## src/bnn_cfg_pkg.sv

```systemverilog
package bnn_cfg_pkg;

    // network dimensions
    localparam int feat_cnt   = 11;
    localparam int feat_bits  = 4;
    localparam int hidden_cnt = 40;
    localparam int class_cnt  = 6;

    localparam int sum_bits   = 8;  // 11 features * 15 = 165 max
    localparam int score_bits = 6;  // 0 .. 40
    localparam int class_bits = 3;

    // strobe in to result out, one register per layer
    localparam int pipe_latency = 3;

    typedef logic [feat_bits-1:0] feature_t;

    // feature 0 sits in the low bits
    typedef feature_t [feat_cnt-1:0] feature_vec_t;

    typedef logic [hidden_cnt-1:0] hidden_t;  // bit j is neuron j

    typedef logic [score_bits-1:0] score_t;
    typedef score_t [class_cnt-1:0] score_vec_t;

    typedef logic [class_bits-1:0] class_t;

    typedef struct packed {
        logic         valid;
        feature_vec_t feats;
    } feat_beat_t;

    typedef struct packed {
        logic    valid;
        hidden_t hidden;
    } hidden_beat_t;

    typedef struct packed {
        logic       valid;
        score_vec_t scores;
    } score_beat_t;

endpackage

```

## src/bnn_weights_pkg.sv

```systemverilog
package bnn_weights_pkg;

    import bnn_cfg_pkg::*;

    // sign mask per hidden neuron, written as bit 10 down to bit 0
    // set bit: feature goes into the positive sum, clear: into the negative sum
    localparam logic [feat_cnt-1:0] hidden_mask [hidden_cnt] = '{
        11'b00110011000,  // 0
        11'b00111000000,
        11'b00011001000,
        11'b10100000101,
        11'b00100000111,
        11'b10101011011,  // 5
        11'b11100011001,
        11'b10100101110,
        11'b00110110000,
        11'b11111010111,
        11'b10000000110,  // 10
        11'b11011110000,
        11'b11111000101,
        11'b01110001101,
        11'b00101010011,
        11'b11101110111,  // 15
        11'b01010011110,
        11'b10101001110,
        11'b11111100000,
        11'b00010101100,
        11'b00010111011,  // 20
        11'b11101111111,
        11'b01101011101,
        11'b11100000001,
        11'b01100111000,
        11'b00000111100,  // 25
        11'b10111001100,
        11'b11010100001,
        11'b00110101000,
        11'b00111010011,
        11'b10000111110,  // 30
        11'b01001010100,
        11'b00001110001,
        11'b01100010011,
        11'b10110110001,
        11'b11111110110,  // 35
        11'b11011110110,
        11'b11001100100,
        11'b11110010010,
        11'b11101100111
    };

    // one 40-bit mask per class, hidden bit 39 on the left
    // set bit: hidden bit scores when 1, clear: scores when 0
    localparam logic [hidden_cnt-1:0] class_mask [class_cnt] = '{
        40'b00100010_11110000_00110111_00000100_00111001,  // class 0
        40'b11000110_10000001_10111000_00011101_00111101,
        40'b10101110_00110110_00100010_00010010_00000011,
        40'b10001010_11111101_11100101_01010010_11000101,
        40'b01101110_11001111_11100100_11110100_10001110,
        40'b10101111_01010101_11101111_01010100_01011110   // class 5
    };

endpackage

```

## src/bnn_hidden_layer.sv

```systemverilog
module bnn_hidden_layer (
    input  logic                        clk,
    input  logic                        reset,
    input  bnn_cfg_pkg::feat_beat_t     in_beat,
    output bnn_cfg_pkg::hidden_beat_t   hidden_beat
);

    import bnn_cfg_pkg::*;
    import bnn_weights_pkg::*;

    hidden_t hidden_next;
    hidden_t hidden_q;
    logic    valid_q;

    // one comparator per neuron, the mask picks the side of each feature
    for (genvar j = 0; j < hidden_cnt; j++) begin : g_neuron
        logic [sum_bits-1:0] pos_sum;
        logic [sum_bits-1:0] neg_sum;

        always_comb begin
            pos_sum = '0;
            neg_sum = '0;
            for (int i = 0; i < feat_cnt; i++) begin
                if (hidden_mask[j][i])
                    pos_sum += in_beat.feats[i];
                else
                    neg_sum += in_beat.feats[i];
            end
        end

        assign hidden_next[j] = (pos_sum >= neg_sum);  // ties fire
    end

    always_ff @(posedge clk) begin
        if (reset) begin
            valid_q <= 1'b0;
        end else begin
            valid_q <= in_beat.valid;
        end
    end

    // data only moves with a strobe
    always_ff @(posedge clk) begin
        if (in_beat.valid) begin
            hidden_q <= hidden_next;
        end
    end

    assign hidden_beat.valid  = valid_q;
    assign hidden_beat.hidden = hidden_q;

endmodule

```

## src/bnn_score_layer.sv

```systemverilog
module bnn_score_layer (
    input  logic                        clk,
    input  logic                        reset,
    input  bnn_cfg_pkg::hidden_beat_t   hidden_beat,
    output bnn_cfg_pkg::score_beat_t    score_beat
);

    import bnn_cfg_pkg::*;
    import bnn_weights_pkg::*;

    score_vec_t scores_next;
    score_vec_t scores_q;
    logic       valid_q;

    // xnor popcount of the hidden bits against each class mask
    always_comb begin
        hidden_t match;

        for (int c = 0; c < class_cnt; c++) begin
            match = ~(hidden_beat.hidden ^ class_mask[c]);
            scores_next[c] = '0;
            for (int j = 0; j < hidden_cnt; j++) begin
                scores_next[c] += match[j];
            end
        end
    end

    always_ff @(posedge clk) begin
        if (reset) begin
            valid_q <= 1'b0;
        end else begin
            valid_q <= hidden_beat.valid;
        end
    end

    always_ff @(posedge clk) begin
        if (hidden_beat.valid) begin
            scores_q <= scores_next;
        end
    end

    assign score_beat.valid  = valid_q;
    assign score_beat.scores = scores_q;

endmodule

```

## src/class_argmax.sv

```systemverilog
module class_argmax (
    input  logic                        clk,
    input  logic                        reset,
    input  bnn_cfg_pkg::score_beat_t    score_beat,
    output logic                        out_valid,
    output bnn_cfg_pkg::class_t         prediction
);

    import bnn_cfg_pkg::*;

    class_t best_idx;
    score_t best_score;

    // ascending scan, strict compare keeps the lowest index on a tie
    always_comb begin
        best_idx   = '0;
        best_score = score_beat.scores[0];
        for (int c = 1; c < class_cnt; c++) begin
            if (score_beat.scores[c] > best_score) begin
                best_score = score_beat.scores[c];
                best_idx   = class_t'(c);
            end
        end
    end

    always_ff @(posedge clk) begin
        if (reset) begin
            out_valid <= 1'b0;
        end else begin
            out_valid <= score_beat.valid;
        end
    end

    always_ff @(posedge clk) begin
        if (score_beat.valid) begin
            prediction <= best_idx;  // held until the next result
        end
    end

endmodule

```

## src/bnn_classifier.sv

```systemverilog
module bnn_classifier (
    input  logic                        clk,
    input  logic                        reset,
    input  bnn_cfg_pkg::feat_beat_t     in_beat,
    output logic                        out_valid,
    output bnn_cfg_pkg::class_t         prediction
);

    import bnn_cfg_pkg::*;

    hidden_beat_t hidden_beat;  // stage 1 -> 2
    score_beat_t  score_beat;   // stage 2 -> 3

    // decode: hidden layer
    bnn_hidden_layer u_hidden (
        .clk         (clk),
        .reset       (reset),
        .in_beat     (in_beat),
        .hidden_beat (hidden_beat)
    );

    // execute: class scores
    bnn_score_layer u_score (
        .clk         (clk),
        .reset       (reset),
        .hidden_beat (hidden_beat),
        .score_beat  (score_beat)
    );

    // result: winning class
    class_argmax u_argmax (
        .clk        (clk),
        .reset      (reset),
        .score_beat (score_beat),
        .out_valid  (out_valid),
        .prediction (prediction)
    );

endmodule

```

## config.mk

```make
export PLATFORM = sky130hd
export DESIGN_NAME = bnn_classifier
export DESIGN_NICKNAME = d
export VERILOG_FILES = /design/src/bnn_cfg_pkg.sv /design/src/bnn_weights_pkg.sv /design/src/bnn_hidden_layer.sv /design/src/bnn_score_layer.sv /design/src/class_argmax.sv /design/src/bnn_classifier.sv
export SDC_FILE = /design/constraint.sdc
export NUM_CORES = 2
export LEC_CHECK = 0
export BUFFER_PORTS_ARGS = -buffer_cell sky130_fd_sc_hd__buf_2
export CAP_MARGIN = 30
export CELL_PAD_IN_SITES_DETAIL_PLACEMENT = 0
export CELL_PAD_IN_SITES_GLOBAL_PLACEMENT = 1
export CORE_UTILIZATION = 47
export CTS_BUF_LIST = sky130_fd_sc_hd__clkbuf_4
export CTS_CLUSTER_SIZE = 40
export DETAILED_ROUTE_END_ITERATION = 8
export GPL_ROUTABILITY_DRIVEN = 0
export PLACE_DENSITY_LB_ADDON = 0.1
export SETUP_SLACK_MARGIN = 0.02
export SLEW_MARGIN = 20
export SYNTH_ARGS = -nofsm -noshare
export SYNTH_HDL_FRONTEND = slang
export SYNTH_SLANG_ARGS = --single-unit
```

## constraint.sdc

```tcl
create_clock -name clk -period 8.7 [get_ports clk]
set_input_delay 0.435 -clock clk [delete_from_list [all_inputs] [get_ports clk]]
set_output_delay 0.435 -clock clk [all_outputs]
set_load 0.02 [all_outputs]
```

* After elaboration in Yosys (flattened, before gate mapping)
Index checks and enable logic that the tools add are counted.
Storage, ports and cells: register bits 82, memories kept 0, ROM bits 0, latch bits 0, memory bits (writable) 0, input bits 47
Operators by class: add/sub/neg operators 469, div/mod/pow operators 0, equal/unequal tests 0, mux-type cells 8, multiply operators 0, bitwise gates (word level) 12, reduce and logical (&&, ||, !) cells 1, shift-type cells 0, order comparisons 45
Operators with widths (count):
- adder 8 x 4 -> 8 bit | 213
- adder 6 x 1 -> 6 bit | 228
- >= comparator 8 bit | 39
- inverter 40 bit | 6
- adder 4 x 4 -> 5 bit | 22
- > comparator 6 bit | 5
- inverter 25 bit | 1
- two-way mux 6 bit | 4
- inverter 24 bit | 1
- inverter 22 bit | 1
- inverter 19 bit | 1
- inverter 16 bit | 1
- inverter 15 bit | 1
- adder 1 x 1 -> 2 bit | 6
- >= comparator 8 x 4 -> 1 bit | 1
- two-way mux 2 bit | 2
- two-way mux 1 bit | 2
- OR reduction 2 bit | 1

* Longest topological paths before layout
word-level depth 41, gate-level depth with buffers 48, gate-level depth less buffers 44

* Modules after synthesis
Synthesis repeated with hierarchy kept, for this count alone.
Second synthesis, totals: cells, all modules 4468, area, all modules 42924.9 um^2
By module, submodules not included:
- bnn_hidden_layer | seq. area each 1221.2 um^2, area each 34076.4 um^2, cells an instance 3615, instances 1
- bnn_score_layer | seq. area each 1101.1 um^2, area each 7073.0 um^2, cells an instance 616, instances 1
- class_argmax | seq. area each 110.1 um^2, area each 1775.5 um^2, cells an instance 237, instances 1

* Worst setup path before layout
Ideal clock, no wire load.
path type flip-flop to flip-flop, start point register u_score.scores_q, in the netlist u_score.score_beat[11], end point register u_argmax.prediction[0] (data pin), path slack 0.353 ns, stages on the path, launching flop included 48, required time 8.436 ns, library setup time 0.264 ns, path buffers 4, period minus slack after synthesis 8.347 ns, arrival 8.083 ns, cells stage by stage edfxtp_1 > ha_1 > and4_4 > o21ai_2 > a31oi_2 > nand2_1 > o21ai_0 > inv_1 > ha_1 > nor2b_1 > o31a_1 > o22a_1 > and3_1 > o221ai_2 > nand2_1 > buf_2 > mux2i_1 > ha_1 > (+12 left out) > a21oi_1 > nor2b_1 > o32a_1 > clkbuf_1 > clkbuf_1 > nand2_1 > o31ai_1 > nor3_1 > ha_1 > nor2b_1 > o21a_1 > o21ai_0 > nand2b_1 > a21oi_1 > nor2b_1 > o22ai_1 > o41ai_1 > o21bai_1
Between the ends: cells in the longest elaborated chain, start to end 9, elaborated cells between the ends (all ways) 13
RTL lines:
- start: declaration | RTL line bnn_score_layer.sv:12 | score_vec_t scores_q;
- start signal: assignment | RTL line bnn_score_layer.sv:38 | scores_q <= scores_next;
- > comparator 6 bit | RTL line class_argmax.sv:19 | if (score_beat.scores[c] > best_score) begin
- two-way mux 6 bit | RTL line class_argmax.sv:19
- > comparator 6 bit | RTL line class_argmax.sv:19
- two-way mux 6 bit | RTL line class_argmax.sv:19
- > comparator 6 bit | RTL line class_argmax.sv:19
- two-way mux 6 bit | RTL line class_argmax.sv:19
- > comparator 6 bit | RTL line class_argmax.sv:19
- two-way mux 6 bit | RTL line class_argmax.sv:19
- > comparator 6 bit | RTL line class_argmax.sv:19
- end signal: assignment | RTL line class_argmax.sv:36 | prediction <= best_idx;
- end: declaration | RTL line class_argmax.sv:6 | output bnn_cfg_pkg::class_t prediction
Parallel ways exist; a longest one is shown, timed or not. A chain may end at the register's enable or synchronous reset.

* Final worst setup path
start point register u_score.scores_q, in the netlist u_score.score_beat[10], end point register u_argmax.prediction[0] (data pin)
Same word-level chain as after synthesis.

==> out/results.tsv <==
metric	value	unit
synthFlopType	edfxtp_1	
fin_nets	6351	
min_period	8.30	ns
cts_buffer_depth	2	
synth_area_leaders	fa_1 (31%), ha_1 (28%), inv_1 (9.6%)	
use_met1	39.1	%
fmax	0.120	GHz
design.die.area	0.0935	mm²
max_stage_delay	0.57	ns
ys_ff_latch	82	
dr.pass1.iters	5	
area_growth	6.29	%
arrival	8.65	ns
dpl-instance-area	0.0458	mm²
grt_use_met3	4.30	%
slew_headroom	35.8	%
fin_area	0.0461	mm²
hold_path_end	u_argmax.out_valid	
grt_pass1_vias	31700	
drtAntennaViolNets	0	
netlist_area	0.0434	mm²
synth.most_common_cell	inv_1	
cts_tree	built	
initial_core_util	47.4	%
numCtsBuffers	9	
die_y	306	µm
synth_edf_count	79	
fp.dieW	306	µm
ys_warn_count	0	
first_iter_violations	1636	
drc	0	
grt_pass1_wl	198000	µm
yosysTopAreaCell	fa_1	
netlist_instances	4534	
core-area	0.0915	mm²
grt_antenna_before_repair	7	
synthArstFlopShare	0	%
skew	0.0705	ns
drive_gt1_share	4.41	%
setup_viol	0	
grt.busiest_layer	met2	
grtUsageMet2	49.3	%
path_max_fanout	7	
finalHoldViolCount	0	
cts.sinks	82	
period_share	95.4	%
hold_path_class	register to register	
synth_common_cells	inv_1 (1106), ha_1 (955), fa_1 (662)	
hpwlAfterDp	107000	µm
grt_usage	29.2	%
r2r-end	u_argmax.prediction[0]	
io_pins	51	
hold_depth	1	
seq_area_frac_synth	5.61	%
maxCapViolations	0	
status	complete, no violations	
rr_worst_depth	43	
hold_path_startpoint	u_score.valid_q	
avgSynthCellArea	9.57	µm²
reg2reg_slack	0.40	ns
synth.top_cell.area_share	30.6	%
grt-ovfl-total	0	
startpoint_type	register	
htreeDepth	3	
grt_max_degree	42	
fin_util	50.4	%
clk_latency	0.62	ns
vias	30800	
tightest_slew	0.954	ns
crit_type	register to register	
rows	111	
slowest_stage	or4_4	
synthDistinctLibCells	82	
cts-root-buf	clkbuf_4	
wl_per_cell	22.5	µm
viasPerCell	5.23	
worst_ep_required_time	9.05	ns
timing.critical_path.mode_cell	nor2b_1	
slew_viol_final	0	
port_buffers	50	
endpoint_kind	register	
clk_pin_slew	0.17	ns
routed_wl	132000	µm
r2r_start	u_score.score_beat[10]	
-- critical path, delay by kind of cell, from the launching register on --
family                     cells  cell delay [ns]
muxes                          2             0.47
AOI/OAI and AO/OA             19             3.18
buffers and inverters          3             0.31
DFF                            1             0.49
and+or+nand+nor               14             2.11
adders and majority gates      5             1.52
-- what timing repair did --
item                       CTS  global route
hold buffers                 1             0
resized for setup            1            16
pin swaps                    0             6
buffers inserted             0             7
hold endpoints to repair     3             0
setup endpoints to repair    1             3
-- layout by cell type, fill, tap and decap left out, types with 8 or more instances in the layout --
cell type  netlist  final
nand3_1         12     12
inv_1         1106   1095
clkbuf_4         0     10
edfxtp_1        79     79
and3_1           8      8
o21a_1          15     15
xor2_1         159    159
o21ai_0        138    136
nor2b_1        141    141
ha_1           955    953
buf_2            2     50
xnor2_1        213    213
o22ai_1          9      8
o21bai_1        25     25
nand2b_1       121    121
a21oi_1        330    330
nand2_1         45     45
buf_4            0     97
nand4_1         12     12
nor2_1          70     70
a21o_1         279    279
mux2i_1          9      9
a211oi_1         9      8
nor3_1          20     18
fa_1           662    662
-- metal layers --
| layer | wire length, µm | vias to the layer above |
|---|---|---|
| met4 | 3590 | 4 |
| met2 | 62500 | 599 |
| met3 | 6620 | 135 |
| met5 | 23 | - |
| li1 | - | 15000 |
| met1 | 59400 | 15100 |
-- state kept, by name (all words and copies together) (netlist names) --
register	flops
u_score.valid_q	1
u_argmax.prediction	3
u_score.score_beat	36
u_hidden.hidden_q	40
u_argmax.out_valid	1
u_hidden.valid_q	1
-- area by class of cell --
cell class | instances | area, µm²
Antenna cell | 2 | 5.00
Clock buffer | 10 | 75.1
Clock inverter | 6 | 97.6
Fill cell | 8674 | 45400
Inverter | 1107 | 4160
Multi-Input combinational cell | 3338 | 36800
Sequential cell | 82 | 2430
Tap cell | 1186 | 1480
Timing Repair Buffer | 149 | 1000
-- logic make-up after synthesis --
| family | Yosys count | synth area share (%) |
|---|---|---|
| and+or+nand+nor | 455 | 5.86 |
| xor gates and xnor gates | 375 | 7.67 |
| other | 2 | 0.0173 |
| buffers and inverters | 1115 | 9.66 |
| adders and majority gates | 1618 | 58.1 |
| AOI/OAI and AO/OA | 871 | 12.7 |
| DFF | 82 | 5.61 |
| muxes | 16 | 0.415 |
-- how the worst max path moves through the flow --
stage                                start                     end  slack, ns  cells past startpoint
finish              u_score.score_beat[10]  u_argmax.prediction[0]       0.40                     43
global route        u_score.score_beat[10]  u_argmax.prediction[0]      -0.02                     43
CTS                  u_score.score_beat[4]  u_argmax.prediction[0]       0.04                     42
detailed placement   u_score.score_beat[4]  u_argmax.prediction[0]     -0.007                     43
global placement     u_score.score_beat[4]  u_argmax.prediction[0]       0.08                     44
floorplan           u_score.score_beat[11]  u_argmax.prediction[0]       0.35                     47
-- through the flow --
step                setup TNS, ns  hold WS, ns  cells  worst slack (ns)
floorplan                       0        0.486   4535             0.353
global placement                0        0.508   5853            0.0805
detailed placement       -0.00652        0.509   5853          -0.00652
CTS                             0        0.504   5870            0.0400
global route              -0.0168        0.551   5879           -0.0168
finish                          0        0.530   5880             0.400
Power is not shown: default switching activity piles up to over one toggle a cycle in this logic, so the estimate is an artifact.
